[src/design/mipsIsaPkg.sv]
package mipsIsaPkg;

	////////////////////////////////////////////////////////////
	// Register numbers
	////////////////////////////////////////////////////////////

	typedef logic [4:0] regNum;

	// Link register written by jal
	localparam regNum regRa = 5'd31;

	////////////////////////////////////////////////////////////
	// Primary opcodes, instr[31:26]
	////////////////////////////////////////////////////////////

	// Special group, decoded further by funct
	localparam logic [5:0] opR    = 6'b000000;

	// Jumps and branches
	localparam logic [5:0] opJ    = 6'b000010;
	localparam logic [5:0] opJal  = 6'b000011;
	localparam logic [5:0] opBeq  = 6'b000100;
	localparam logic [5:0] opBne  = 6'b000101;

	// Immediate arithmetic and logic
	localparam logic [5:0] opAddi = 6'b001000;
	localparam logic [5:0] opAndi = 6'b001100;
	localparam logic [5:0] opOri  = 6'b001101;
	localparam logic [5:0] opLui  = 6'b001111;

	// Loads
	localparam logic [5:0] opLb   = 6'b100000;
	localparam logic [5:0] opLh   = 6'b100001;
	localparam logic [5:0] opLw   = 6'b100011;

	// Stores
	localparam logic [5:0] opSb   = 6'b101000;
	localparam logic [5:0] opSh   = 6'b101001;
	localparam logic [5:0] opSw   = 6'b101011;

	////////////////////////////////////////////////////////////
	// Funct codes for opR, instr[5:0]
	////////////////////////////////////////////////////////////

	localparam logic [5:0] fnJr    = 6'b001000;

	// HI/LO moves
	localparam logic [5:0] fnMfhi  = 6'b010000;
	localparam logic [5:0] fnMthi  = 6'b010001;
	localparam logic [5:0] fnMflo  = 6'b010010;
	localparam logic [5:0] fnMtlo  = 6'b010011;

	// Multiply and divide
	localparam logic [5:0] fnMult  = 6'b011000;
	localparam logic [5:0] fnMultu = 6'b011001;
	localparam logic [5:0] fnDiv   = 6'b011010;
	localparam logic [5:0] fnDivu  = 6'b011011;

	// Register-register ALU
	localparam logic [5:0] fnAdd   = 6'b100000;
	localparam logic [5:0] fnSub   = 6'b100010;
	localparam logic [5:0] fnAnd   = 6'b100100;
	localparam logic [5:0] fnOr    = 6'b100101;
	localparam logic [5:0] fnSlt   = 6'b101010;
	localparam logic [5:0] fnSltu  = 6'b101011;

	////////////////////////////////////////////////////////////
	// Instruction word, R-type view
	////////////////////////////////////////////////////////////

	// I and J formats overlay the same bits, only the fields we need are named
	typedef struct packed {
		logic [5:0] op;
		regNum      rs;
		regNum      rt;
		regNum      rd;
		logic [4:0] shamt;
		logic [5:0] funct;
	} instrFields;

endpackage

[src/design/hazardPkg.sv]
package hazardPkg;

	////////////////////////////////////////////////////////////
	// Stage counts
	////////////////////////////////////////////////////////////

	// Shared by Tnew and Tuse
	typedef logic [1:0] tickCount;

	// Operand not read at all
	localparam tickCount tuseNone   = 2'd3;

	// Read points, counted from D
	localparam tickCount tuseBranch = 2'd0;
	localparam tickCount tuseAlu    = 2'd1;
	localparam tickCount tuseStore  = 2'd2;

	// Result ready points, counted from E
	localparam tickCount tnewNow    = 2'd0;
	localparam tickCount tnewAlu    = 2'd1;
	localparam tickCount tnewLoad   = 2'd2;

	////////////////////////////////////////////////////////////
	// Forwarding source select
	////////////////////////////////////////////////////////////

	typedef enum logic [1:0] {
		fwdNone = 2'd0,
		fwdE    = 2'd1,
		fwdM    = 2'd2,
		fwdW    = 2'd3
	} fwdSrc;

	////////////////////////////////////////////////////////////
	// Per-stage hazard record
	////////////////////////////////////////////////////////////

	typedef struct packed {
		mipsIsaPkg::regNum dest;
		tickCount          tnew;
		mipsIsaPkg::regNum rs;
		mipsIsaPkg::regNum rt;
		tickCount          tuseRs;
		tickCount          tuseRt;
	} hazardRec;

	// Empty slot, writes nothing and reads nothing
	localparam hazardRec bubbleRec = '{
		dest:   5'd0,
		tnew:   2'd0,
		rs:     5'd0,
		rt:     5'd0,
		tuseRs: tuseNone,
		tuseRt: tuseNone
	};

endpackage

[src/design/hazardDecode.sv]
`timescale 1ns/100ps

module hazardDecode (
	input  mipsIsaPkg::instrFields instr,
	output hazardPkg::hazardRec    rec
);

	always_comb begin
		// Start from a slot that writes nothing and reads nothing
		rec.dest   = '0;
		rec.tnew   = hazardPkg::tnewNow;
		rec.rs     = instr.rs;
		rec.rt     = instr.rt;
		rec.tuseRs = hazardPkg::tuseNone;
		rec.tuseRt = hazardPkg::tuseNone;

		case (instr.op)
			mipsIsaPkg::opR: begin
				case (instr.funct)
					mipsIsaPkg::fnAdd, mipsIsaPkg::fnSub, mipsIsaPkg::fnAnd,
					mipsIsaPkg::fnOr, mipsIsaPkg::fnSlt, mipsIsaPkg::fnSltu: begin
						rec.dest   = instr.rd;
						rec.tnew   = hazardPkg::tnewAlu;
						rec.tuseRs = hazardPkg::tuseAlu;
						rec.tuseRt = hazardPkg::tuseAlu;
					end
					mipsIsaPkg::fnJr: begin
						// Target needed in D
						rec.tuseRs = hazardPkg::tuseBranch;
					end
					mipsIsaPkg::fnMult, mipsIsaPkg::fnMultu,
					mipsIsaPkg::fnDiv, mipsIsaPkg::fnDivu: begin
						// Result goes to HI/LO only
						rec.tuseRs = hazardPkg::tuseAlu;
						rec.tuseRt = hazardPkg::tuseAlu;
					end
					mipsIsaPkg::fnMfhi, mipsIsaPkg::fnMflo: begin
						rec.dest = instr.rd;
						rec.tnew = hazardPkg::tnewAlu;
					end
					mipsIsaPkg::fnMthi, mipsIsaPkg::fnMtlo: begin
						rec.tuseRs = hazardPkg::tuseAlu;
					end
					default: begin
						// nop and anything unlisted stay empty
					end
				endcase
			end

			// Immediate ALU ops write rt
			mipsIsaPkg::opOri, mipsIsaPkg::opAddi, mipsIsaPkg::opAndi: begin
				rec.dest   = instr.rt;
				rec.tnew   = hazardPkg::tnewAlu;
				rec.tuseRs = hazardPkg::tuseAlu;
			end

			mipsIsaPkg::opLui: begin
				rec.dest = instr.rt;
				rec.tnew = hazardPkg::tnewAlu;
			end

			// Loaded data appears after M
			mipsIsaPkg::opLw, mipsIsaPkg::opLb, mipsIsaPkg::opLh: begin
				rec.dest   = instr.rt;
				rec.tnew   = hazardPkg::tnewLoad;
				rec.tuseRs = hazardPkg::tuseAlu;
			end

			// Address in E, store data not until M
			mipsIsaPkg::opSw, mipsIsaPkg::opSb, mipsIsaPkg::opSh: begin
				rec.tuseRs = hazardPkg::tuseAlu;
				rec.tuseRt = hazardPkg::tuseStore;
			end

			// Return address is known as soon as E
			mipsIsaPkg::opJal: begin
				rec.dest = mipsIsaPkg::regRa;
				rec.tnew = hazardPkg::tnewNow;
			end

			mipsIsaPkg::opBeq, mipsIsaPkg::opBne: begin
				rec.tuseRs = hazardPkg::tuseBranch;
				rec.tuseRt = hazardPkg::tuseBranch;
			end

			// j and anything unlisted stay empty
			default: begin
			end
		endcase
	end

endmodule

[src/design/hazardResolve.sv]
`timescale 1ns/100ps

module hazardResolve (
	input  hazardPkg::hazardRec recD,
	input  hazardPkg::hazardRec recE,
	input  hazardPkg::hazardRec recM,
	input  hazardPkg::hazardRec recW,
	output logic                stall,
	output hazardPkg::fwdSrc    fwdRsD,
	output hazardPkg::fwdSrc    fwdRtD,
	output hazardPkg::fwdSrc    fwdRsE,
	output hazardPkg::fwdSrc    fwdRtE,
	output hazardPkg::fwdSrc    fwdRtM
);

	////////////////////////////////////////////////////////////
	// Match helpers
	////////////////////////////////////////////////////////////

	// Register 0 is never a real dependency
	function automatic logic isRead(input mipsIsaPkg::regNum r,
			input hazardPkg::tickCount tuse);
		return (r != '0) && (tuse != hazardPkg::tuseNone);
	endfunction

	// Writer holds the value right now
	function automatic logic isReady(input mipsIsaPkg::regNum r,
			input hazardPkg::hazardRec rec);
		return (rec.dest == r) && (rec.tnew == hazardPkg::tnewNow);
	endfunction

	// Writer cannot deliver before the reader needs it
	function automatic logic isLate(input mipsIsaPkg::regNum r,
			input hazardPkg::tickCount tuse, input hazardPkg::hazardRec rec);
		return (rec.dest == r) && (rec.tnew > tuse);
	endfunction

	// Nearest ready writer wins, E then M then W
	function automatic hazardPkg::fwdSrc pickSrc(input mipsIsaPkg::regNum r,
			input hazardPkg::tickCount tuse,
			input logic useE, input hazardPkg::hazardRec e,
			input logic useM, input hazardPkg::hazardRec m,
			input hazardPkg::hazardRec w);
		hazardPkg::fwdSrc src;
		src = hazardPkg::fwdNone;
		if (isRead(r, tuse)) begin
			if (useE && isReady(r, e)) begin
				src = hazardPkg::fwdE;
			end else if (useM && isReady(r, m)) begin
				src = hazardPkg::fwdM;
			end else if (isReady(r, w)) begin
				src = hazardPkg::fwdW;
			end
		end
		return src;
	endfunction

	logic                 stallRs;
	logic                 stallRt;
	hazardPkg::tickCount  tuseStoreM;

	////////////////////////////////////////////////////////////
	// Stall and select logic
	////////////////////////////////////////////////////////////

	always_comb begin
		stallRs = isRead(recD.rs, recD.tuseRs) &&
			(isLate(recD.rs, recD.tuseRs, recE) || isLate(recD.rs, recD.tuseRs, recM));
		stallRt = isRead(recD.rt, recD.tuseRt) &&
			(isLate(recD.rt, recD.tuseRt, recE) || isLate(recD.rt, recD.tuseRt, recM));
		stall = stallRs || stallRt;

		// D readers see every stage ahead
		fwdRsD = pickSrc(recD.rs, recD.tuseRs, 1'b1, recE, 1'b1, recM, recW);
		fwdRtD = pickSrc(recD.rt, recD.tuseRt, 1'b1, recE, 1'b1, recM, recW);

		// E readers only M and W
		fwdRsE = pickSrc(recE.rs, recE.tuseRs, 1'b0, recE, 1'b1, recM, recW);
		fwdRtE = pickSrc(recE.rt, recE.tuseRt, 1'b0, recE, 1'b1, recM, recW);

		// Only store data is still consumed in M
		if (recM.tuseRt == hazardPkg::tuseStore) begin
			tuseStoreM = recM.tuseRt;
		end else begin
			tuseStoreM = hazardPkg::tuseNone;
		end
		fwdRtM = pickSrc(recM.rt, tuseStoreM, 1'b0, recE, 1'b0, recM, recW);
	end

endmodule

[src/design/hazardStagePipe.sv]
`timescale 1ns/100ps

module hazardStagePipe (
	input  logic                clk,
	input  logic                rstN,
	input  logic                stall,
	input  hazardPkg::hazardRec recD,
	output hazardPkg::hazardRec recE,
	output hazardPkg::hazardRec recM,
	output hazardPkg::hazardRec recW
);

	// One stage closer to the result, never below zero
	function automatic hazardPkg::hazardRec ageRec(input hazardPkg::hazardRec rec);
		hazardPkg::hazardRec aged;
		aged = rec;
		if (rec.tnew != hazardPkg::tnewNow) begin
			aged.tnew = rec.tnew - 2'd1;
		end
		return aged;
	endfunction

	////////////////////////////////////////////////////////////
	// Stage registers
	////////////////////////////////////////////////////////////

	// Tnew from decode is already the E-stage value,
	// so aging starts on the E to M hop
	always_ff @(posedge clk or negedge rstN) begin
		if (!rstN) begin
			recE <= hazardPkg::bubbleRec;
			recM <= hazardPkg::bubbleRec;
			recW <= hazardPkg::bubbleRec;
		end else begin
			// D holds under stall, so E gets an empty slot
			if (stall) begin
				recE <= hazardPkg::bubbleRec;
			end else begin
				recE <= recD;
			end
			recM <= ageRec(recE);
			recW <= ageRec(recM);
		end
	end

endmodule

[src/design/hazardUnit.sv]
`timescale 1ns/100ps

module hazardUnit (
	input  logic             clk,
	input  logic             rstN,
	input  logic [31:0]      instrD,
	output logic             stall,
	output hazardPkg::fwdSrc fwdRsD,
	output hazardPkg::fwdSrc fwdRtD,
	output hazardPkg::fwdSrc fwdRsE,
	output hazardPkg::fwdSrc fwdRtE,
	output hazardPkg::fwdSrc fwdRtM
);

	hazardPkg::hazardRec recD;
	hazardPkg::hazardRec recE;
	hazardPkg::hazardRec recM;
	hazardPkg::hazardRec recW;

	// Classify the instruction sitting in D
	hazardDecode hazardDecode_i (
		.instr (instrD),
		.rec   (recD)
	);

	// Records for E, M and W
	hazardStagePipe hazardStagePipe_i (
		.clk   (clk),
		.rstN  (rstN),
		.stall (stall),
		.recD  (recD),
		.recE  (recE),
		.recM  (recM),
		.recW  (recW)
	);

	hazardResolve hazardResolve_i (
		.recD   (recD),
		.recE   (recE),
		.recM   (recM),
		.recW   (recW),
		.stall  (stall),
		.fwdRsD (fwdRsD),
		.fwdRtD (fwdRtD),
		.fwdRsE (fwdRsE),
		.fwdRtE (fwdRtE),
		.fwdRtM (fwdRtM)
	);

endmodule

[config.mk]
export PLATFORM = sky130hd
export DESIGN_NAME = hazardUnit
export DESIGN_NICKNAME = d
export VERILOG_FILES = /design/src/design/mipsIsaPkg.sv /design/src/design/hazardPkg.sv /design/src/design/hazardDecode.sv /design/src/design/hazardResolve.sv /design/src/design/hazardStagePipe.sv /design/src/design/hazardUnit.sv
export SDC_FILE = /design/constraint.sdc
export NUM_CORES = 1
export LEC_CHECK = 0
export ABC_AREA = 1
export BUFFER_PORTS_ARGS = -buffer_cell sky130_fd_sc_hd__buf_4
export CELL_PAD_IN_SITES_DETAIL_PLACEMENT = 1
export CELL_PAD_IN_SITES_GLOBAL_PLACEMENT = 1
export CORE_ASPECT_RATIO = 0.8
export CORE_MARGIN = 4
export CORE_UTILIZATION = 37
export DETAILED_ROUTE_END_ITERATION = 8
export GPL_TIMING_DRIVEN = 0
export PLACE_DENSITY_LB_ADDON = 0.1
export SLEW_MARGIN = 30
export SYNTH_ARGS = -nofsm -noshare
export SYNTH_HDL_FRONTEND = slang
export SYNTH_SLANG_ARGS = --single-unit
[constraint.sdc]
create_clock -name clk -period 4.1 [get_ports clk]
set_clock_uncertainty 0.15 [all_clocks]
set_input_delay 1.23 -clock clk [delete_from_list [all_inputs] [get_ports clk]]
set_output_delay 1.23 -clock clk [all_outputs]
set_load 0.05 [all_outputs]
=== Word-level counts from Yosys, hierarchy flattened ===
Cells that the tools add are included.

* Word-level logic and storage cells: 133
* Output and inout bits: 11
* Bits of input ports: 34
* Bits in registers: 42

* Muxes and demuxes: 26
* Reductions and logical operators: 44
* Eq/ne operators: 45
* Add/sub/neg operators: 2
* Order comparisons: 4

{| class="wikitable"
|+ Operator list
! operator !! count
|-
| $eq 6x6->1 const B || 12
|-
| $eq 5x5->1 || 11
|-
| $eq 6x5->1 const B || 8
|-
| $mux 2 || 20
|-
| $eq 6x4->1 const B || 5
|-
| $pmux 7 s4 || 1
|-
| $reduce_bool 5->1 || 5
|-
| $logic_and 1x1->1 || 22
|-
| $mux 21 || 1
|-
| $eq 6x3->1 const B || 2
|-
| $pmux 2 s3 || 2
|-
| $reduce_or 12->1 || 1
|-
| $ne 2x2->1 const B || 5
|-
| $reduce_or 10->1 || 1
|-
| $reduce_or 9->1 || 1
|-
| $gt 2x2->1 || 4
|-
| $reduce_or 8->1 || 1
|-
| $mux 7 || 1
|-
| $eq 6x2->1 const B || 1
|-
| $logic_not 2->1 || 3
|-
| $logic_not 6->1 || 1
|-
| $reduce_or 3->1 || 2
|-
| $pmux 2 s2 || 1
|-
| $reduce_bool 2->1 || 2
|-
| other kinds (5) || 8
|}

=== Longest topological paths before layout ===
* Depth after elaboration: 10
* Depth in mapped cells: 17
* Gate-level depth less buffers: 16

=== By module ===
From an unflattened synthesis, not the netlist that was laid out.

* Cells, all modules: 470
* Area total of the unflattened synthesis: 3,533.4 µm²

{| class="wikitable"
|+ By module, submodules not included
! module !! cells each !! times used !! area each (µm²)
|-
| hazardStagePipe || 116 || 1 || 1,809.2
|-
| hazardResolve || 263 || 1 || 1,287.5
|-
| hazardDecode || 91 || 1 || 436.7
|}

=== Least setup slack after synthesis ===
Ideal clock, no wire load.

* Kind: input -> output
* Start point: input port instrD[29]
* End point: output port stall
* Required time: 2.720 ns
* Stages on the path: 14
* Data arrival time: 2.925 ns
* Setup slack: -0.205 ns
* Buffers on the path: 1
* Cells stage by stage: nor2_2 -> nand3_2 -> inv_2 -> nand3_2 -> nor2_2 -> nor2_4 -> ha_1 -> nand2_1 -> a21boi_0 -> nand4_1 -> nand2_1 -> nand3_4 -> nand2_8 -> buf_12

* Word-level cells in the longest chain between the ends: 8
* Elaborated cells between the ends (all ways): 34
* Those cells by class: order compare (4); eq/ne (13); mux (2); reduce/logical (15)

{| class="wikitable"
|+ Ends and longest elaborated chain
! item !! RTL line !! RTL
|-
| from (decl) || hazardUnit.sv:6 || <nowiki>input logic [31:0] instrD,</nowiki>
|-
| $eq 6x4->1 (tied with other cells) || hazardDecode.sv:17 || <nowiki>case (instr.op)</nowiki>
|-
| $reduce_or 9->1 (no line) (tied with other cells) || n/a ||
|-
| $pmux 2 s3 || hazardDecode.sv:17 ||
|-
| $gt 2x2->1 || hazardResolve.sv:35 || <nowiki>return (rec.dest == r) && (rec.tnew > tuse);</nowiki>
|-
| $logic_and 1x1->1 || hazardResolve.sv:35 ||
|-
| $logic_or 1x1->1 (on tied branches) || hazardResolve.sv:68, hazardResolve.sv:70 ||
|-
| $logic_and 1x1->1 (on tied branches) || hazardResolve.sv:67, hazardResolve.sv:69 ||
|-
| $logic_or 1x1->1 * || hazardResolve.sv:71 || <nowiki>stall = stallRs || stallRt;</nowiki>
|-
| to (decl) || hazardUnit.sv:7 || <nowiki>output logic stall,</nowiki>
|}

Every way passes the cells marked *; elsewhere a longest branch is shown, timed or not.

=== Final worst setup path ===
* Start point: input port instrD[30]
* End point: output port stall

The elaborated chain is that of the path after synthesis.

==> results.txt <==
----------------------------------------------------
[Floorplanning]
  Row count ... 28
  Starting Density ... 38.7%
  I/O pin cnt ... 45
  Placeable core region ... 0.00753 mm2
  Vertical die dimension ... 87.4 um
  Die width ... 107 um
  Die area ... 0.00937 mm2

[Clock network]
  Sinks on Clock Net ... 42
  Root Buffer Master ... sky130_fd_sc_hd__clkbuf_8
  Number of buffers added to fix hold violations after cts ... 0
  TritonCTS clock tree ... done
  Clock tree buffer depth ... 2
  Clock transition at the register clock pins on the worst setup and hold paths after CTS ... 0.08 ns
  Maximum level of the CTS H-tree ... 2
  TritonCTS buffer count ... 5
  Clock latency on the worst-skew pair ... 0.29 ns

[Setup path]
  Worst EP required ... 2.72 ns
  Maximum fanout encountered on the critical timing path ... 4
  Kind of launch point of the worst setup path ... primary input
  Worst Reg-to-Reg Cells ... 10
  Kind of end point of the critical path ... output port
  Data arrival at the endpoint of the critical path ... 3.14 ns
  Critical path type ... primary input to output port
  Slack of the worst reg-to-reg path ... 1.90 ns

[Synth]
  Synth async-reset ratio ... 100%
  Yosys warning count ... 0
  Cell count after synthesis ... 392
  Post-synthesis net count ... 434
  Number of distinct standard cells referenced by the synthesized netlist ... 38
  Post-synthesis sequential area ratio ... 36.3%
  Proportion of netlist area held by the largest area contributor ... 30.9%
  Synth area leader ... sky130_fd_sc_hd__dfrtp_1
  Avg Synthesized Cell Area ... 7.44 um2
  Main area contributors after synthesis ... sky130_fd_sc_hd__dfrtp_1 31%, sky130_fd_sc_hd__nand2_1 11%, sky130_fd_sc_hd__inv_1 8.5%
  Predominant post-synthesis flop cell ... sky130_fd_sc_hd__dfrtp_1
  Cell area after synthesis ... 0.00292 mm2
  Number of flops mapped to enable cells by yosys ... 0
  Number of flip-flops and latches in the synthesized netlist ... 42

[Final layout]
  Register Area ... 0.00106 mm2
  Net count, final ... 500
  Total area of multi-input combinational cells ... 0.00180 mm2
  Fillers ... 943
  Area Overhead vs Synth ... 34.3%
  Area of all placed cells without fillers ... 0.00392 mm2
  Count of inserted antenna diode cells ... 0
  Share of layout cells above drive strength 1 ... 30.9%

[Outcome]
  Outcome ... finished, violations left
  Violations in the final reports ... setup timing

[Route]
  Met2 WL post-DR ... 4750 um
  M1 wire length ... 4510 um
  Total iterations of the first detailed-routing run ... 4
  Top Metal Used ... met4
  Via density per instance ... 5.06
  Met3 routed wirelength ... 403 um
  Number of design rule violations left after detail routing ... 0
  Final WL ... 9740 um
  Antenna-violating nets left ... 0
  Iteration-0 DRC count of the detailed router ... 100
  WL per Instance ... 17.3 um
  Count of vias placed by the detailed router ... 2,854

[Timing]
  Transition time at the pin with the least slew margin ... 0.643 ns
  Final setup margin ... -0.416 ns
  Final Hold Viols ... 0
  Total count of max-transition violations in the final report ... 0
  RSZ-0062 raised after global routing ... yes
  Ratio of final minimum period to clock period ... 110%
  Setup violations, final ... 4
  Maximum achievable frequency ... 221 MHz
  Crit path time final ... 4.52 ns
  Worst-case hold slack ... 0.219 ns
  Worst slew margin ... 56.8%

[Place]
  GPL Wtd Cong ... 0.873
  Dpl cell area ... 0.00337 mm2
  PortBufs ... 36
  Half-perimeter wire length after detailed placement ... 7100 um
  Worst Setup Slack post-DPL ... -0.927 ns

[Power and ir drop]
  Pwr dens ... 250 mW/mm2
  Power after layout ... 0.980 mW
  Pleak ... 1.86 nW
  Highest ir drop seen on vdd ... 166 uV

[GRT]
  Global-route wire length before repair ... 15,400 um
  Antenna violations before repair ... 0
  Pin count of the biggest net entering global routing ... 43
  Overflow after GRT ... 0
  Number of global-route vias before repair ... 2,964
  Overall fraction of global-route tracks in use ... 21.0%

[Min path]
  WHS Path Cells ... 0
  Worst min path class ... flip-flop to flip-flop

[Flow run]
  Max Cap Violations ... 0

----------------------------------------------------
## Yosys cell counts (all sizes together), types with 3 or more instances
| master | number |
|---|---|
| nand2 | 87 |
| inv | 68 |
| nor2 | 63 |
| dfrtp | 36 |
| nand3 | 27 |
| a21oi | 17 |
| nand4 | 11 |
| o21ai | 11 |
| o22ai | 10 |
| xnor2 | 9 |
| xor2 | 9 |
| ha | 8 |
| dfstp | 6 |
| clkbuf | 5 |
| nor3 | 5 |
| nor3b | 3 |
## cells by family (layout without fill, tap and decap cells)
| logic type | after synthesis | in the layout | share of synthesized area, % |
|---|---|---|---|
| AOI/OAI and AO/OA | 48 | 48 | 9.83 |
| DFF | 42 | 42 | 36.3 |
| buffers and inverters | 75 | 142 | 10.4 |
| and+or+nand+nor | 201 | 201 | 34.6 |
| adders and majority gates | 8 | 8 | 3.43 |
| xor gates and xnor gates | 18 | 18 | 5.41 |
## timing repair
item,in CTS,in global routing
pin swaps,19,26
gates cloned,0,0
endpoints found under the setup margin,1,5
resized for setup,33,33
hold endpoints to repair,0,0
setup buffers,13,12
## routing by layer
layer	global-route usage, %	vias up
met5	0	-
met4	3.14	0
met3	2.74	9
met2	34.2	64
met1	30.5	1401
li1	-	1380
## cell type report
class / count / share of cell area [%]
Clock buffer: 6 / 1.85
Buffer: 6 / 0.735
Multi-Input combinational cell: 275 / 46.0
Timing Repair Buffer: 60 / 13.5
Tap cell: 105 / 3.36
Sequential cell: 42 / 27.0
Inverter: 68 / 6.58
Clock inverter: 2 / 0.959
## stage by stage
stage	TNS [ns]	utilization (%)	cells
floorplan	-0.152	-	392
global placement	-0.892	44.7	533
detailed placement	-0.927	44.7	533
CTS	-0.906	49.4	554
global route	-1.36	52.0	564
finish	-1.00	52.0	564
## worst max-delay path: stages
cell and delay, ns:
sky130_fd_sc_hd__buf_8 0.10, sky130_fd_sc_hd__nor2_4 0.16, sky130_fd_sc_hd__buf_4 0.15, sky130_fd_sc_hd__nand3_4 0.09
sky130_fd_sc_hd__nand2_4 0.10, sky130_fd_sc_hd__inv_2 0.05, sky130_fd_sc_hd__nor2_4 0.17, sky130_fd_sc_hd__ha_4 0.24
sky130_fd_sc_hd__a22oi_2 0.25, sky130_fd_sc_hd__nand4_1 0.15, sky130_fd_sc_hd__nand2_2 0.12, sky130_fd_sc_hd__nand2_4 0.08
sky130_fd_sc_hd__nand2_8 0.09, sky130_fd_sc_hd__buf_12 0.13
## worst paths after layout
kind	startpoint	end
min reg2reg	hazardStagePipe_i.recE[0]$_DFF_PN1_	hazardStagePipe_i.recM[0]$_DFF_PN1_
min	hazardStagePipe_i.recE[0]$_DFF_PN1_	hazardStagePipe_i.recM[0]$_DFF_PN1_
max in group asynchronous	rstN	hazardStagePipe_i.recE[20]$_DFF_PN0_
max reg2reg	hazardStagePipe_i.recM[15]$_DFF_PN0_	hazardStagePipe_i.recE[15]$_DFF_PN0_
max	instrD[30]	stall
min in group asynchronous	rstN	hazardStagePipe_i.recE[4]$_DFF_PN0_
## flip-flops by register name, indices dropped and copies added (netlist names)
register / flops
hazardStagePipe_i.recE: 21
hazardStagePipe_i.recM: 14
hazardStagePipe_i.recW: 7
## report_power, final
part           switching [mW]  total [mW]  leakage [nW]  internal, mW
Clock                   0.142       0.324        0.0514         0.182
Combinational           0.121       0.203          1.28        0.0819
Sequential             0.0205       0.453         0.527         0.432
## placed cells by master (no fill, tap or decap), types with 6 or more instances in the layout
cell | netlist | final
sky130_fd_sc_hd__inv_1 | 66 | 62
sky130_fd_sc_hd__buf_6 | 0 | 8
sky130_fd_sc_hd__nand3_1 | 23 | 16
sky130_fd_sc_hd__nand2_2 | 3 | 7
sky130_fd_sc_hd__nand4_1 | 11 | 11
sky130_fd_sc_hd__xor2_1 | 9 | 9
sky130_fd_sc_hd__nand2_1 | 82 | 74
sky130_fd_sc_hd__nor2_4 | 12 | 19
sky130_fd_sc_hd__a21oi_1 | 17 | 14
sky130_fd_sc_hd__buf_4 | 1 | 48
sky130_fd_sc_hd__nand3_4 | 1 | 6
sky130_fd_sc_hd__dfstp_2 | 6 | 6
sky130_fd_sc_hd__o21ai_0 | 11 | 11
sky130_fd_sc_hd__xnor2_1 | 9 | 9
sky130_fd_sc_hd__o22ai_1 | 10 | 10
sky130_fd_sc_hd__dfrtp_1 | 36 | 36
sky130_fd_sc_hd__nor2_1 | 47 | 40
Note: power is estimated with default switching activity, not from simulation.
